[config.mk]
export PLATFORM = sky130hd
export DESIGN_NAME = rp_analog_top
export DESIGN_NICKNAME = d
export VERILOG_FILES = /design/src/rp_analog_pkg.sv /design/src/rp_sample_if.sv /design/src/rp_adc_frontend.sv /design/src/rp_analog_top.sv /design/src/rp_cal_regs.sv /design/src/rp_dac_backend.sv /design/src/rp_linear.sv
export VERILOG_INCLUDE_DIRS = /design/src
export SDC_FILE = /design/constraint.sdc
export NUM_CORES = 2
export LEC_CHECK = 0
export BUFFER_PORTS_ARGS = -buffer_cell sky130_fd_sc_hd__clkbuf_2
export CAP_MARGIN = 20
export CORE_MARGIN = 5
export CORE_UTILIZATION = 65
export CTS_BUF_LIST = sky130_fd_sc_hd__clkbuf_4 sky130_fd_sc_hd__clkbuf_8
export DETAILED_ROUTE_END_ITERATION = 12
export GPL_TIMING_DRIVEN = 1
export HOLD_SLACK_MARGIN = 0.1
export MAX_ROUTING_LAYER = met4
export PLACE_DENSITY_LB_ADDON = 0.25
export SYNTH_ARGS = -nofsm -noshare
export SYNTH_HDL_FRONTEND = slang
export SYNTH_SLANG_ARGS = --single-unit
[constraint.sdc]
create_clock -name adc_clk -period 8.7 [get_ports adc_clk]
set_clock_uncertainty 0.2 [all_clocks]
set_input_delay 1.74 -clock adc_clk [delete_from_list [all_inputs] [get_ports adc_clk]]
set_output_delay 1.74 -clock adc_clk [all_outputs]
set_load 0.02 [all_outputs]
[src/rp_analog_defines.svh]
// widths, unity gain and register map of the analog path
// gain is fixed point with RP_GAIN_SHIFT fraction bits, keep RP_GAIN_ONE in step
// register offsets are byte offsets inside the single bus region
`ifndef RP_ANALOG_DEFINES_SVH
`define RP_ANALOG_DEFINES_SVH

// datapath
`define RP_DW          14     // adc/dac sample width
`define RP_DWM         16     // gain width
`define RP_GAIN_SHIFT  14     // product scaling
`define RP_GAIN_ONE    16384  // unity gain

// system bus
`define RP_BUS_AW          8      // decoded address bits
`define RP_REG_CTRL        8'h00  // bit 0 digital loopback
`define RP_REG_ADC_GAIN_A  8'h10
`define RP_REG_ADC_GAIN_B  8'h14
`define RP_REG_ADC_OFS_A   8'h18
`define RP_REG_ADC_OFS_B   8'h1C
`define RP_REG_DAC_GAIN_A  8'h20
`define RP_REG_DAC_GAIN_B  8'h24
`define RP_REG_DAC_OFS_A   8'h28
`define RP_REG_DAC_OFS_B   8'h2C

`endif

[src/rp_analog_pkg.sv]
// types shared by the analog path
// pair index 0 is channel a, index 1 is channel b
// pad codes are unsigned with negative slope, as the converters use them
`default_nettype none

`include "rp_analog_defines.svh"

package rp_analog_pkg;

  typedef logic signed [`RP_DW-1:0]  sample_t;    // two's complement
  typedef logic        [`RP_DW-1:0]  pad_code_t;  // neg-slope pad code
  typedef sample_t     [1:0]         sample_pair_t;

  typedef logic signed [`RP_DWM-1:0] gain_t;
  typedef logic signed [`RP_DW-1:0]  offset_t;

  // one channel of calibration
  typedef struct packed {
    gain_t   gain;
    offset_t ofs;
  } cal_cfg_t;

  typedef cal_cfg_t [1:0] cal_pair_t;

  // the same bit flip works in both directions
  function automatic sample_t pad_to_smp (pad_code_t code);
    return {code[`RP_DW-1], ~code[`RP_DW-2:0]};
  endfunction

  function automatic pad_code_t smp_to_pad (sample_t smp);
    return {smp[`RP_DW-1], ~smp[`RP_DW-2:0]};  // zero maps to 0x1fff
  endfunction

endpackage

`default_nettype wire

[src/rp_sample_if.sv]
// sample pair stream with valid/ready
// a transfer happens on a clock edge where vld and rdy are both high
// the source keeps dat stable while vld is high and rdy is low
`default_nettype none

interface rp_sample_if;

  rp_analog_pkg::sample_pair_t dat;  // channel a in [0], b in [1]
  logic                        vld;
  logic                        rdy;

  // producer side
  modport src (
    output dat,
    output vld,
    input  rdy
  );

  // consumer side
  modport dst (
    input  dat,
    input  vld,
    output rdy
  );

endinterface

`default_nettype wire

[src/rp_adc_frontend.sv]
// adc pad capture with sign conversion and loopback select
// the output register only loads when empty or accepted downstream
// pad samples arriving during a stall are lost, the held one stays
// vld is high from the first cycle after reset on
`default_nettype none

module rp_adc_frontend
  import rp_analog_pkg::*;
(
  input  wire          adc_clk,
  input  wire          rst_n_i,
  // adc pads
  input  pad_code_t    adc_dat_a_i,
  input  pad_code_t    adc_dat_b_i,
  // loopback from dac path
  input  wire          digital_loop_i,
  input  sample_pair_t loop_dat_i,
  // stream to adc calibration
  rp_sample_if.src     smp
);

  sample_pair_t pad_smp;  // pads in two's complement
  sample_pair_t mux_smp;
  sample_pair_t dat_q;
  logic         vld_q;
  logic         ld;       // output register may load

  assign pad_smp[0] = pad_to_smp(adc_dat_a_i);
  assign pad_smp[1] = pad_to_smp(adc_dat_b_i);

  assign mux_smp = digital_loop_i ? loop_dat_i : pad_smp;

  assign ld      = ~vld_q | smp.rdy;
  assign smp.vld = vld_q;
  assign smp.dat = dat_q;

  // free running source, always has a sample once out of reset
  always_ff @(posedge adc_clk or negedge rst_n_i)
  begin
    if (!rst_n_i)
      vld_q <= 1'b0;
    else
      vld_q <= 1'b1;
  end

  // hold on stall
  always_ff @(posedge adc_clk)
  begin
    if (ld)
      dat_q <= mux_smp;
  end

endmodule

`default_nettype wire

[src/rp_analog_top.sv]
// two channel analog path, single clock adc_clk
// adc result and dac input are valid/ready streams on plain ports
// latency 3 cycles on each path, 6 from dac input to adc output in loopback
`default_nettype none

module rp_analog_top
  import rp_analog_pkg::*;
(
  input  wire         adc_clk,
  input  wire         rst_n_i,
  // adc pads and result stream
  input  pad_code_t   adc_dat_a_i,
  input  pad_code_t   adc_dat_b_i,
  output sample_t     adc_dat_a_o,
  output sample_t     adc_dat_b_o,
  output logic        adc_vld_o,
  input  wire         adc_rdy_i,
  // dac input stream and pads
  input  sample_t     dac_in_a_i,
  input  sample_t     dac_in_b_i,
  input  wire         dac_vld_i,
  output logic        dac_rdy_o,
  output pad_code_t   dac_dat_a_o,
  output pad_code_t   dac_dat_b_o,
  // system bus
  input  wire  [31:0] sys_addr_i,
  input  wire  [31:0] sys_wdata_i,
  input  wire         sys_wen_i,
  input  wire         sys_ren_i,
  output logic [31:0] sys_rdata_o,
  output logic        sys_ack_o,
  output logic        sys_err_o
);

  logic         digital_loop;
  cal_pair_t    adc_cfg;
  cal_pair_t    dac_cfg;
  sample_pair_t loop_dat;      // last dac sample for loopback

  rp_sample_if adc_raw ();     // frontend to adc calibration
  rp_sample_if adc_res ();     // adc calibration to ports
  rp_sample_if dac_src ();     // ports to dac calibration
  rp_sample_if dac_cal ();     // dac calibration to backend

  // plain ports <-> streams
  assign dac_src.dat = {dac_in_b_i, dac_in_a_i};
  assign dac_src.vld = dac_vld_i;
  assign dac_rdy_o   = dac_src.rdy;
  assign adc_dat_a_o = adc_res.dat[0];
  assign adc_dat_b_o = adc_res.dat[1];
  assign adc_vld_o   = adc_res.vld;
  assign adc_res.rdy = adc_rdy_i;

  rp_cal_regs regs (
    .adc_clk (adc_clk), .rst_n_i (rst_n_i),
    .sys_addr_i (sys_addr_i), .sys_wdata_i (sys_wdata_i),
    .sys_wen_i (sys_wen_i), .sys_ren_i (sys_ren_i), .sys_rdata_o (sys_rdata_o),
    .sys_ack_o (sys_ack_o), .sys_err_o (sys_err_o),
    .digital_loop_o (digital_loop), .adc_cal_o (adc_cfg), .dac_cal_o (dac_cfg)
  );

  rp_adc_frontend adc_fe (
    .adc_clk (adc_clk), .rst_n_i (rst_n_i),
    .adc_dat_a_i (adc_dat_a_i), .adc_dat_b_i (adc_dat_b_i),
    .digital_loop_i (digital_loop), .loop_dat_i (loop_dat), .smp (adc_raw)
  );

  rp_linear adc_lin (.adc_clk (adc_clk), .rst_n_i (rst_n_i), .sti (adc_raw),
                     .sto (adc_res), .cfg_i (adc_cfg));

  rp_linear dac_lin (.adc_clk (adc_clk), .rst_n_i (rst_n_i), .sti (dac_src),
                     .sto (dac_cal), .cfg_i (dac_cfg));

  rp_dac_backend dac_be (
    .adc_clk (adc_clk), .rst_n_i (rst_n_i), .smp (dac_cal),
    .dac_dat_a_o (dac_dat_a_o), .dac_dat_b_o (dac_dat_b_o), .loop_dat_o (loop_dat)
  );

endmodule

`default_nettype wire

[src/rp_cal_regs.sv]
// register bank for loopback and calibration in a single bus region
// only the low RP_BUS_AW address bits are decoded so upper bits alias
// every request is acked one cycle later and unmapped offsets also raise err
// gains read back zero-extended and offsets sign-extended
`default_nettype none

`include "rp_analog_defines.svh"

module rp_cal_regs
  import rp_analog_pkg::*;
(
  input  wire         adc_clk,
  input  wire         rst_n_i,
  // system bus
  input  wire  [31:0] sys_addr_i,
  input  wire  [31:0] sys_wdata_i,
  input  wire         sys_wen_i,
  input  wire         sys_ren_i,
  output logic [31:0] sys_rdata_o,
  output logic        sys_ack_o,
  output logic        sys_err_o,
  // configuration
  output logic        digital_loop_o,
  output cal_pair_t   adc_cal_o,
  output cal_pair_t   dac_cal_o
);

  localparam cal_cfg_t CAL_DEFAULT = '{gain: gain_t'(`RP_GAIN_ONE), ofs: '0};

  logic [`RP_BUS_AW-1:0] addr;    // offset inside region
  logic                  req;     // read or write this cycle
  logic                  hit;     // offset is mapped
  logic [31:0]           rd_val;

  function automatic logic [31:0] gain_word (gain_t g);
    return {{(32-`RP_DWM){1'b0}}, g};
  endfunction

  function automatic logic [31:0] ofs_word (offset_t o);
    return {{(32-`RP_DW){o[`RP_DW-1]}}, o};
  endfunction

  assign addr = sys_addr_i[`RP_BUS_AW-1:0];
  assign req  = sys_wen_i | sys_ren_i;

  ////////////////////////////////////////////////////////////////////////////
  // decode and read mux
  ////////////////////////////////////////////////////////////////////////////

  always_comb
  begin
    hit    = 1'b1;
    rd_val = '0;
    case (addr)
      `RP_REG_CTRL       : rd_val = {31'd0, digital_loop_o};
      `RP_REG_ADC_GAIN_A : rd_val = gain_word(adc_cal_o[0].gain);
      `RP_REG_ADC_GAIN_B : rd_val = gain_word(adc_cal_o[1].gain);
      `RP_REG_ADC_OFS_A  : rd_val = ofs_word(adc_cal_o[0].ofs);
      `RP_REG_ADC_OFS_B  : rd_val = ofs_word(adc_cal_o[1].ofs);
      `RP_REG_DAC_GAIN_A : rd_val = gain_word(dac_cal_o[0].gain);
      `RP_REG_DAC_GAIN_B : rd_val = gain_word(dac_cal_o[1].gain);
      `RP_REG_DAC_OFS_A  : rd_val = ofs_word(dac_cal_o[0].ofs);
      `RP_REG_DAC_OFS_B  : rd_val = ofs_word(dac_cal_o[1].ofs);
      default            : hit = 1'b0;
    endcase
  end

  // new values reach the pipes from the next cycle on
  always_ff @(posedge adc_clk or negedge rst_n_i)
  begin
    if (!rst_n_i)
    begin
      digital_loop_o <= 1'b0;
      adc_cal_o      <= {CAL_DEFAULT, CAL_DEFAULT};  // unity gain and no offset
      dac_cal_o      <= {CAL_DEFAULT, CAL_DEFAULT};
    end
    else if (sys_wen_i)
    begin
      case (addr)
        `RP_REG_CTRL       : digital_loop_o    <= sys_wdata_i[0];
        `RP_REG_ADC_GAIN_A : adc_cal_o[0].gain <= sys_wdata_i[`RP_DWM-1:0];
        `RP_REG_ADC_GAIN_B : adc_cal_o[1].gain <= sys_wdata_i[`RP_DWM-1:0];
        `RP_REG_ADC_OFS_A  : adc_cal_o[0].ofs  <= sys_wdata_i[`RP_DW-1:0];
        `RP_REG_ADC_OFS_B  : adc_cal_o[1].ofs  <= sys_wdata_i[`RP_DW-1:0];
        `RP_REG_DAC_GAIN_A : dac_cal_o[0].gain <= sys_wdata_i[`RP_DWM-1:0];
        `RP_REG_DAC_GAIN_B : dac_cal_o[1].gain <= sys_wdata_i[`RP_DWM-1:0];
        `RP_REG_DAC_OFS_A  : dac_cal_o[0].ofs  <= sys_wdata_i[`RP_DW-1:0];
        `RP_REG_DAC_OFS_B  : dac_cal_o[1].ofs  <= sys_wdata_i[`RP_DW-1:0];
        default            : ;  // unmapped write is dropped
      endcase
    end
  end

  // ack and err one cycle after the request
  always_ff @(posedge adc_clk or negedge rst_n_i)
  begin
    if (!rst_n_i)
    begin
      sys_ack_o <= 1'b0;
      sys_err_o <= 1'b0;
    end
    else
    begin
      sys_ack_o <= req;
      sys_err_o <= req & ~hit;
    end
  end

  always_ff @(posedge adc_clk)
  begin
    if (sys_ren_i)
      sys_rdata_o <= rd_val;  // zero for unmapped offsets
  end

endmodule

`default_nettype wire

[src/rp_dac_backend.sv]
// dac sink, ready every cycle once out of reset
// pad codes and the loopback pair update one cycle after each transfer
// pads reset to the code for zero, 0x1fff
`default_nettype none

module rp_dac_backend
  import rp_analog_pkg::*;
(
  input  wire          adc_clk,
  input  wire          rst_n_i,
  // stream from dac calibration
  rp_sample_if.dst     smp,
  // dac pads
  output pad_code_t    dac_dat_a_o,
  output pad_code_t    dac_dat_b_o,
  // last calibrated pair, back to the adc side
  output sample_pair_t loop_dat_o
);

  logic rdy_q;  // sink ready
  logic xfer;   // transfer this cycle

  assign smp.rdy = rdy_q;
  assign xfer    = smp.vld & rdy_q;

  always_ff @(posedge adc_clk or negedge rst_n_i)
  begin
    if (!rst_n_i)
      rdy_q <= 1'b0;
    else
      rdy_q <= 1'b1;  // never back-pressures
  end

  ////////////////////////////////////////////////////////////////////////////
  // output registers
  ////////////////////////////////////////////////////////////////////////////

  always_ff @(posedge adc_clk or negedge rst_n_i)
  begin
    if (!rst_n_i)
    begin
      dac_dat_a_o <= smp_to_pad('0);  // mid scale
      dac_dat_b_o <= smp_to_pad('0);
      loop_dat_o  <= '0;
    end
    else if (xfer)
    begin
      // signed to neg-slope unsigned
      dac_dat_a_o <= smp_to_pad(smp.dat[0]);
      dac_dat_b_o <= smp_to_pad(smp.dat[1]);
      loop_dat_o  <= smp.dat;          // held between transfers
    end
  end

endmodule

`default_nettype wire

[src/rp_linear.sv]
// two stage calibration, out = sat14((x * gain) >>> RP_GAIN_SHIFT + offset)
// a gain of RP_GAIN_ONE is unity
// both stages advance together, a stall at the output freezes the pipe
// the offset travels with its product so a register write never splits a sample
`default_nettype none

`include "rp_analog_defines.svh"

module rp_linear
  import rp_analog_pkg::*;
(
  input  wire       adc_clk,
  input  wire       rst_n_i,
  rp_sample_if.dst  sti,      // input stream
  rp_sample_if.src  sto,      // output stream
  input  cal_pair_t cfg_i     // per channel gain and offset
);

  localparam int PW = `RP_DW + `RP_DWM;         // full product width
  localparam int SW = PW - `RP_GAIN_SHIFT + 1;  // scaled product plus offset

  logic                 adv;       // whole pipe moves
  logic                 vld1_q;    // stage 1 holds an item
  logic                 vld2_q;    // stage 2 holds an item

  logic signed [PW-1:0] prod_d [2];
  logic signed [PW-1:0] prod_q [2];
  offset_t              ofs_q  [2];
  logic signed [PW-1:0] shf    [2];
  logic signed [SW-1:0] sum    [2];
  sample_pair_t         sat_d;
  sample_pair_t         dat_q;

  assign adv     = ~vld2_q | sto.rdy;
  assign sti.rdy = adv;             // accept whenever the pipe moves
  assign sto.vld = vld2_q;
  assign sto.dat = dat_q;

  ////////////////////////////////////////////////////////////////////////////
  // stage 1, products
  ////////////////////////////////////////////////////////////////////////////

  always_comb
  begin
    for (int i = 0; i < 2; i++)
      prod_d[i] = $signed(sti.dat[i]) * $signed(cfg_i[i].gain);
  end

  always_ff @(posedge adc_clk)
  begin
    if (adv)
    begin
      for (int i = 0; i < 2; i++)
      begin
        prod_q[i] <= prod_d[i];
        ofs_q[i]  <= cfg_i[i].ofs;  // offset sampled with its product
      end
    end
  end

  ////////////////////////////////////////////////////////////////////////////
  // stage 2, scale, offset, saturate
  ////////////////////////////////////////////////////////////////////////////

  always_comb
  begin
    for (int i = 0; i < 2; i++)
    begin
      shf[i] = prod_q[i] >>> `RP_GAIN_SHIFT;
      sum[i] = $signed(shf[i][SW-2:0]) + ofs_q[i];  // both sign extended
      // top bits all equal means the sum fits in 14 bits
      if (&sum[i][SW-1:`RP_DW-1] || ~|sum[i][SW-1:`RP_DW-1])
        sat_d[i] = sum[i][`RP_DW-1:0];
      else
        sat_d[i] = {sum[i][SW-1], {(`RP_DW-1){~sum[i][SW-1]}}};  // clip
    end
  end

  always_ff @(posedge adc_clk)
  begin
    if (adv)
      dat_q <= sat_d;
  end

  // valid bits follow the data through both stages
  always_ff @(posedge adc_clk or negedge rst_n_i)
  begin
    if (!rst_n_i)
    begin
      vld1_q <= 1'b0;
      vld2_q <= 1'b0;
    end
    else if (adv)
    begin
      vld1_q <= sti.vld;
      vld2_q <= vld1_q;
    end
  end

endmodule

`default_nettype wire

### Yosys cells after proc, flatten, opt, wreduce, memory -nomap -nowiden

Memory sizes are Yosys's and may differ from the RTL's.
Cells that the tools add are included.

| storage, ports and cells | value |
|---|---|
| flip-flop bits (word level) | 300 |
| memory bits (writable) | 176 |
| input bits | 126 |
| memories kept | 4 |

Memory list:

| name | depth | width | read ports | clocked after Yosys merged registers in | wr ports | line | text |
|---|---|---|---|---|---|---|---|
| adc_lin.prod_q | 2 | 30 | 2 | 0 | 2 | rp_linear.sv:27 | `logic signed [PW-1:0] prod_q [2];` |
| dac_lin.prod_q | 2 | 30 | 2 | 0 | 2 | rp_linear.sv:27 |  |
| adc_lin.ofs_q | 2 | 14 | 2 | 0 | 2 | rp_linear.sv:28 | `offset_t ofs_q [2];` |
| dac_lin.ofs_q | 2 | 14 | 2 | 0 | 2 | rp_linear.sv:28 |  |

| operators by class | value |
|---|---|
| add/subtract/negate cells | 4 |
| multipliers | 4 |
| equal/unequal tests | 8 |
| mux-type cells | 11 |
| bitwise operators | 18 |
| reduce and logical (&&, ||, !) cells | 27 |

Operators by type and width:

| kind | count |
|---|---|
| one-hot mux 32 bit (9 select lines) | 1 |
| multiplier 14 x 16 -> 30 bit | 4 |
| adder 16 x 14 -> 17 bit | 4 |
| 2-to-1 mux 14 bit | 4 |
| inverter 13 bit | 4 |
| == test 8 x 5 -> 1 bit, second input constant | 4 |
| == test 8 x 6 -> 1 bit, second input constant | 4 |
| 2-to-1 mux 28 bit | 1 |
| AND reduction 2 bit | 9 |
| AND reduction 4 bit | 4 |
| OR reduction 4 bit | 4 |
| OR reduction 9 bit | 1 |
| zero test 8 bit | 1 |
| inverter 1 bit | 8 |
| 2-to-1 mux 1 bit | 5 |
| zero test 1 bit | 4 |
| logical OR 1 bit | 4 |
| bitwise OR 1 bit | 4 |
| bitwise AND 1 bit | 2 |

### Longest topological paths before layout

| logic depth | value |
|---|---|
| word-level depth | 5 |
| mapped depth | 24 |
| mapped depth without buffers | 23 |

### Hierarchy

Synthesis repeated with hierarchy kept, for this count alone.

| second synthesis, totals | value |
|---|---|
| cells, all modules | 4796 |
| area, all modules | 50409.6 µm² |

Modules (own cells, without submodules):

| module | times used | cells an instance | area each (µm²) | sequential area each (µm²) |
|---|---|---|---|---|
| rp_linear (adc_lin) | 1 | 2064 | 20364.5 | 2692.6 |
| rp_linear (dac_lin) | 1 | 2048 | 20233.2 | 2692.6 |
| rp_cal_regs | 1 | 449 | 6289.8 | 3593.4 |
| rp_dac_backend | 1 | 144 | 2245.9 | 1408.9 |
| rp_adc_frontend | 1 | 91 | 1276.2 | 865.8 |

### Least setup slack after synthesis

Ideal clock, no wire load.

| timing | value |
|---|---|
| path kind | in2reg |
| from | input port dac_in_a_i[2] |
| to | memory dac_lin.prod_q[0][29] in the netlist's numbering (data pin) |
| arrival | 7.390 ns |
| path slack | 0.850 ns |
| stages | 24 |
| path buffers | 1 |
| path through | clkbuf_1 > and2_1 > fa_1 > inv_1 > fa_1 > inv_1 > fa_1 > inv_1 > fa_1 > inv_1 > fa_1 > inv_1 > fa_1 > inv_1 > ha_1 > a21o_1 > a221o_1 > a41o_1 > a31o_2 > a21oi_1 > o31ai_1 > a211o_1 > a21oi_1 > xnor2_1 |

RTL lines:

| element | line | text |
|---|---|---|
| start: declaration | rp_analog_top.sv:19 | `input sample_t dac_in_a_i,` |
| end: declaration | rp_linear.sv:27 |  |

==> impl_metrics.py <==
metrics = {
    "placement": {
        "post_dp_cell_area_um2": 51500,
        "place_congestion": 0.936,
        "place_ws_ns": 0.365,
        "hpwlAfterDp_mm": 95.8,
        "io_buffers": 177,
    },
    "pwr": {
        "pwr-share-comb_pct": 49.1,
        "sequentialPowerShare_pct": 32.4,
        "clockPowerShare_pct": 18.5,
        "power.leakage_nw": 26.4,
        "p_per_area_nw_per_um2": 190,
        "switching_share_pct": 41.8,
        "vdd_drop_max_mv": 0.215,
        "p_switching_mw": 4.21,
        "intPower_mw": 5.87,
    },
    "die": {
        "core_um2": 75900,
        "die_x_um": 287,
        "initial_utilization_pct": 65.5,
        "design.die.area_um2": 82200,
        "rows": 101,
        "die_h_um": 287,
        "pin_count": 218,
    },
    "setup_path": {
        "cp_slowest_stage_delay_ns": 0.53,
        "cp_slowest_cell": "fa_1",
        "crit_path_start_kind": "input pin",
        "cp_top_family": "adder cells",
        "cp_num_buf_inv": 6,
        "cp_max_fo": 11,
        "cp_common_cell": "fa_1",
        "path_class": "in -> reg",
        "path_cells": "clkbuf_2 > buf_4 > and2_1 > fa_1 > inv_1 > fa_1 > inv_1 > fa_1 > fa_1 > fa_1 > inv_1 > fa_1 > inv_1 > ha_1 > and3_1 > a221o_1 > a41o_1 > a31o_2 > a21oi_1 > o31ai_1 > a211o_1 > a21oi_1 > xnor2_1",
        "worstPathRequired_ns": 8.88,
        "end_kind": "register",
        "worst_ep_arrival_time_ns": 8.01,
    },
    "logic_synthesis": {
        "syn-cell-area_um2": 49700,
        "synth_cells": 4807,
        "ys_seq_elements": 403,
        "synth_cell_types": 73,
        "ys.flop_type": "edfxtp_1",
        "synth_top_cell_by_area": "fa_1",
        "synth-edff-count": 221,
        "post_synth.cell_area_avg_um2": 10.3,
        "ys_seq_area_share_pct": 22.6,
        "yosysWarnings": 0,
        "synth.area.top_cells": "fa_1 (35%), edfxtp_1 (13%), ha_1 (8.5%), dfrtp_1 (7.6%), inv_1 (7.5%)",
        "async_flop_share_pct": 45.2,
        "syn_nets": 6145,
        "yosys.area.top_type_share_pct": 35.3,
    },
    "route": {
        "ant_nets": 0,
        "drt_iter0_markers": 3100,
        "drc": 0,
        "wl_per_cell_um": 20.3,
        "num_vias": 34663,
        "wl_mm": 122,
        "drtPass1Iterations": 9,
        "viasPerCell": 5.78,
    },
    "global_routing": {
        "antenna_found_initial": 9,
        "gr-total-overflow": 0,
        "grtUsageTotal_pct": 31.7,
        "grt_pass1_wl_mm": 198,
        "grt_max_degree": 85,
        "grt_pass1_vias": 36702,
    },
    "clock_network": {
        "cts_max_level": 3,
        "cts_hold_buf": 0,
        "clock_latency_ns": 0.67,
        "clock-sinks": 403,
        "post_cts_buffers": 0,
        "cts_root_buf": "clkbuf_8",
        "cts_made_buffers": 69,
        "clock_path_buffers": 3,
        "cts_tree": "done",
        "cts_resized": 0,
        "clk_pin_slew_ns": 0.06,
    },
    "flow_run": {
        "drv_cap": 0,
    },
    "cells_and_area": {
        "final_cell_mix": "inv_1 (994), fa_1 (876), nand2_1 (498), and2_1 (466), ha_1 (336)",
        "final_area_um2": 53000,
        "synthToLayoutAreaGrowth_pct": 6.55,
        "mostFrequentLayoutCell": "inv_1",
        "drive_gt1_share_pct": 10.8,
        "layout.nets": 6248,
    },
    "timing": {
        "totalNegativeSetupSlack_ns": 0,
        "max-slew-margin-rel_pct": 23.0,
        "finalCritPeriodShare_pct": 90.0,
        "min_period_ns": 7.83,
        "setup_ws_ns": 0.868,
        "setup_viol": 0,
        "tightest_slew_ns": 1.15,
        "finalMaxSlewViolations": 0,
        "fmax_mhz": 128,
        "rsz0062_at_grt": "false",
        "hold_viol": 0,
    },
    "run_status": {
        "status": "finished, final reports clean",
    },
    "worst_hold_path": {
        "hp-class": "reg -> reg",
    },
}
[worst paths after layout]
path,depth (start not counted),slack [ns],startpoint,endpoint
setup / recovery,23,0.87,dac_in_a_i[3],dac_lin.prod_q[0][29]$_DFFE_PP_
hold reg to reg,1,0.24,dac_lin.sto.dat[23]$_DFFE_PP_,dac_be.dac_dat_b_o[9]$_DFFE_PN1P_
hold / removal,1,0.24,dac_lin.sto.dat[23]$_DFFE_PP_,dac_be.dac_dat_b_o[9]$_DFFE_PN1P_
setup reg to reg,23,1.36,regs.dac_cal_o[19]$_DFFE_PN0P_,dac_lin.prod_q[0][29]$_DFFE_PP_
min in group asynchronous,1,0.87,rst_n_i,regs.adc_cal_o[39]$_DFFE_PN0P_
max in group asynchronous,2,6.12,rst_n_i,regs.digital_loop_o$_DFFE_PN0P_
[through the flow]
step / util [%] / hold slack [ns] / cells / total power, mW
after floorplan: - / 0.203 / 4807 / 6.82
after global placement: 67.8 / 0.238 / 5869 / 8.03
after detailed placement: 67.8 / 0.225 / 5869 / 8.19
after CTS: 69.8 / 0.248 / 5996 / 10.1
after global routing: 69.8 / 0.270 / 5999 / 10.9
final: 69.8 / 0.245 / 5999 / 10.1
[worst reg2reg max path, cell delays in order, from the launching register on]
cell     delay, ns
dfrtp_1       0.76
and2_1        0.38
fa_1          0.47
inv_1         0.05
fa_1          0.48
inv_1         0.06
fa_1          0.49
inv_1         0.05
fa_1          0.53
inv_1         0.05
fa_1          0.48
inv_1         0.05
fa_1          0.47
inv_1         0.04
ha_1          0.28
a21o_1        0.17
a221o_1       0.34
a41o_1        0.25
a31o_2        0.30
a21oi_1       0.32
o31ai_1       0.23
a211o_1       0.33
a21oi_1       0.20
xnor2_1       0.10
[cells by family (layout without fill, tap and decap cells)]
logic type / after synthesis / in the layout / share of synthesized area (%)
and+or+nand+nor: 1260 / 1260 / 12.8
AOI/OAI and AO/OA: 459 / 459 / 5.94
DFF: 403 / 403 / 22.6
other: 1 / 4 / 0.00754
adders and majority gates: 1212 / 1212 / 43.7
muxes: 154 / 154 / 3.48
xor gates and xnor gates: 143 / 143 / 2.52
buffers and inverters: 1175 / 1334 / 9.00
[power by group through the flow]
stage                     Sequential (mW)  Combinational, mW  Clock [mW]
after floorplan                      3.14               3.68           0
final                                3.26               4.95        1.87
after global placement               3.28               4.75           0
after CTS                            3.26               4.96        1.89
after detailed placement             3.29               4.91           0
after global routing                 3.30               5.64        1.98
[synthesized netlist by cell type, drive strengths merged (36+ instances only)]
| master | count |
|---|---|
| xnor2 | 96 |
| o21ai | 159 |
| nand2 | 499 |
| nor2 | 106 |
| and2 | 466 |
| dfrtp | 152 |
| clkbuf | 154 |
| ha | 336 |
| a21o | 43 |
| xor2 | 47 |
| fa | 876 |
| inv | 995 |
| edfxtp | 221 |
| mux2 | 153 |
| nand3 | 36 |
| a21oi | 94 |
[layout make-up]
cell class	instances	area (um^2)
fill	5578	23000
inverter	995	3740
clock buffer	92	1180
tap	1030	1290
clock inverter	35	320
antenna	3	7.51
multi-input combinational	3229	34100
timing repair buffer	212	1160
sequential	403	11200
[state kept, by name, indices dropped and copies added, names as in the netlist, 13 cells and up]
signal              cells
dac_lin.sto.dat        28
regs.adc_cal_o         60
adc_lin.ofs_q          28
dac_be.dac_dat_a_o     13
adc_lin.sto.dat        28
adc_fe.smp.dat         28
dac_be.loop_dat_o      27
dac_lin.prod_q         32
regs.sys_rdata_o       17
adc_lin.prod_q         32
dac_be.dac_dat_b_o     14
dac_lin.ofs_q          28
regs.dac_cal_o         60
[metal layers]
metal | wire length, um | GRT usage, % | share of wire [%] | vias to the layer above
met4 | 4320 | 9.49 | 3.6 | 0
met3 | 11300 | 6.01 | 9.3 | 266
met5 | 0 | - | 0 | -
met2 | 57800 | 49.8 | 48 | 1545
li1 | - | - | - | 15136
met1 | 48200 | 42.9 | 40 | 17716
(Power assumes the default switching activity.)
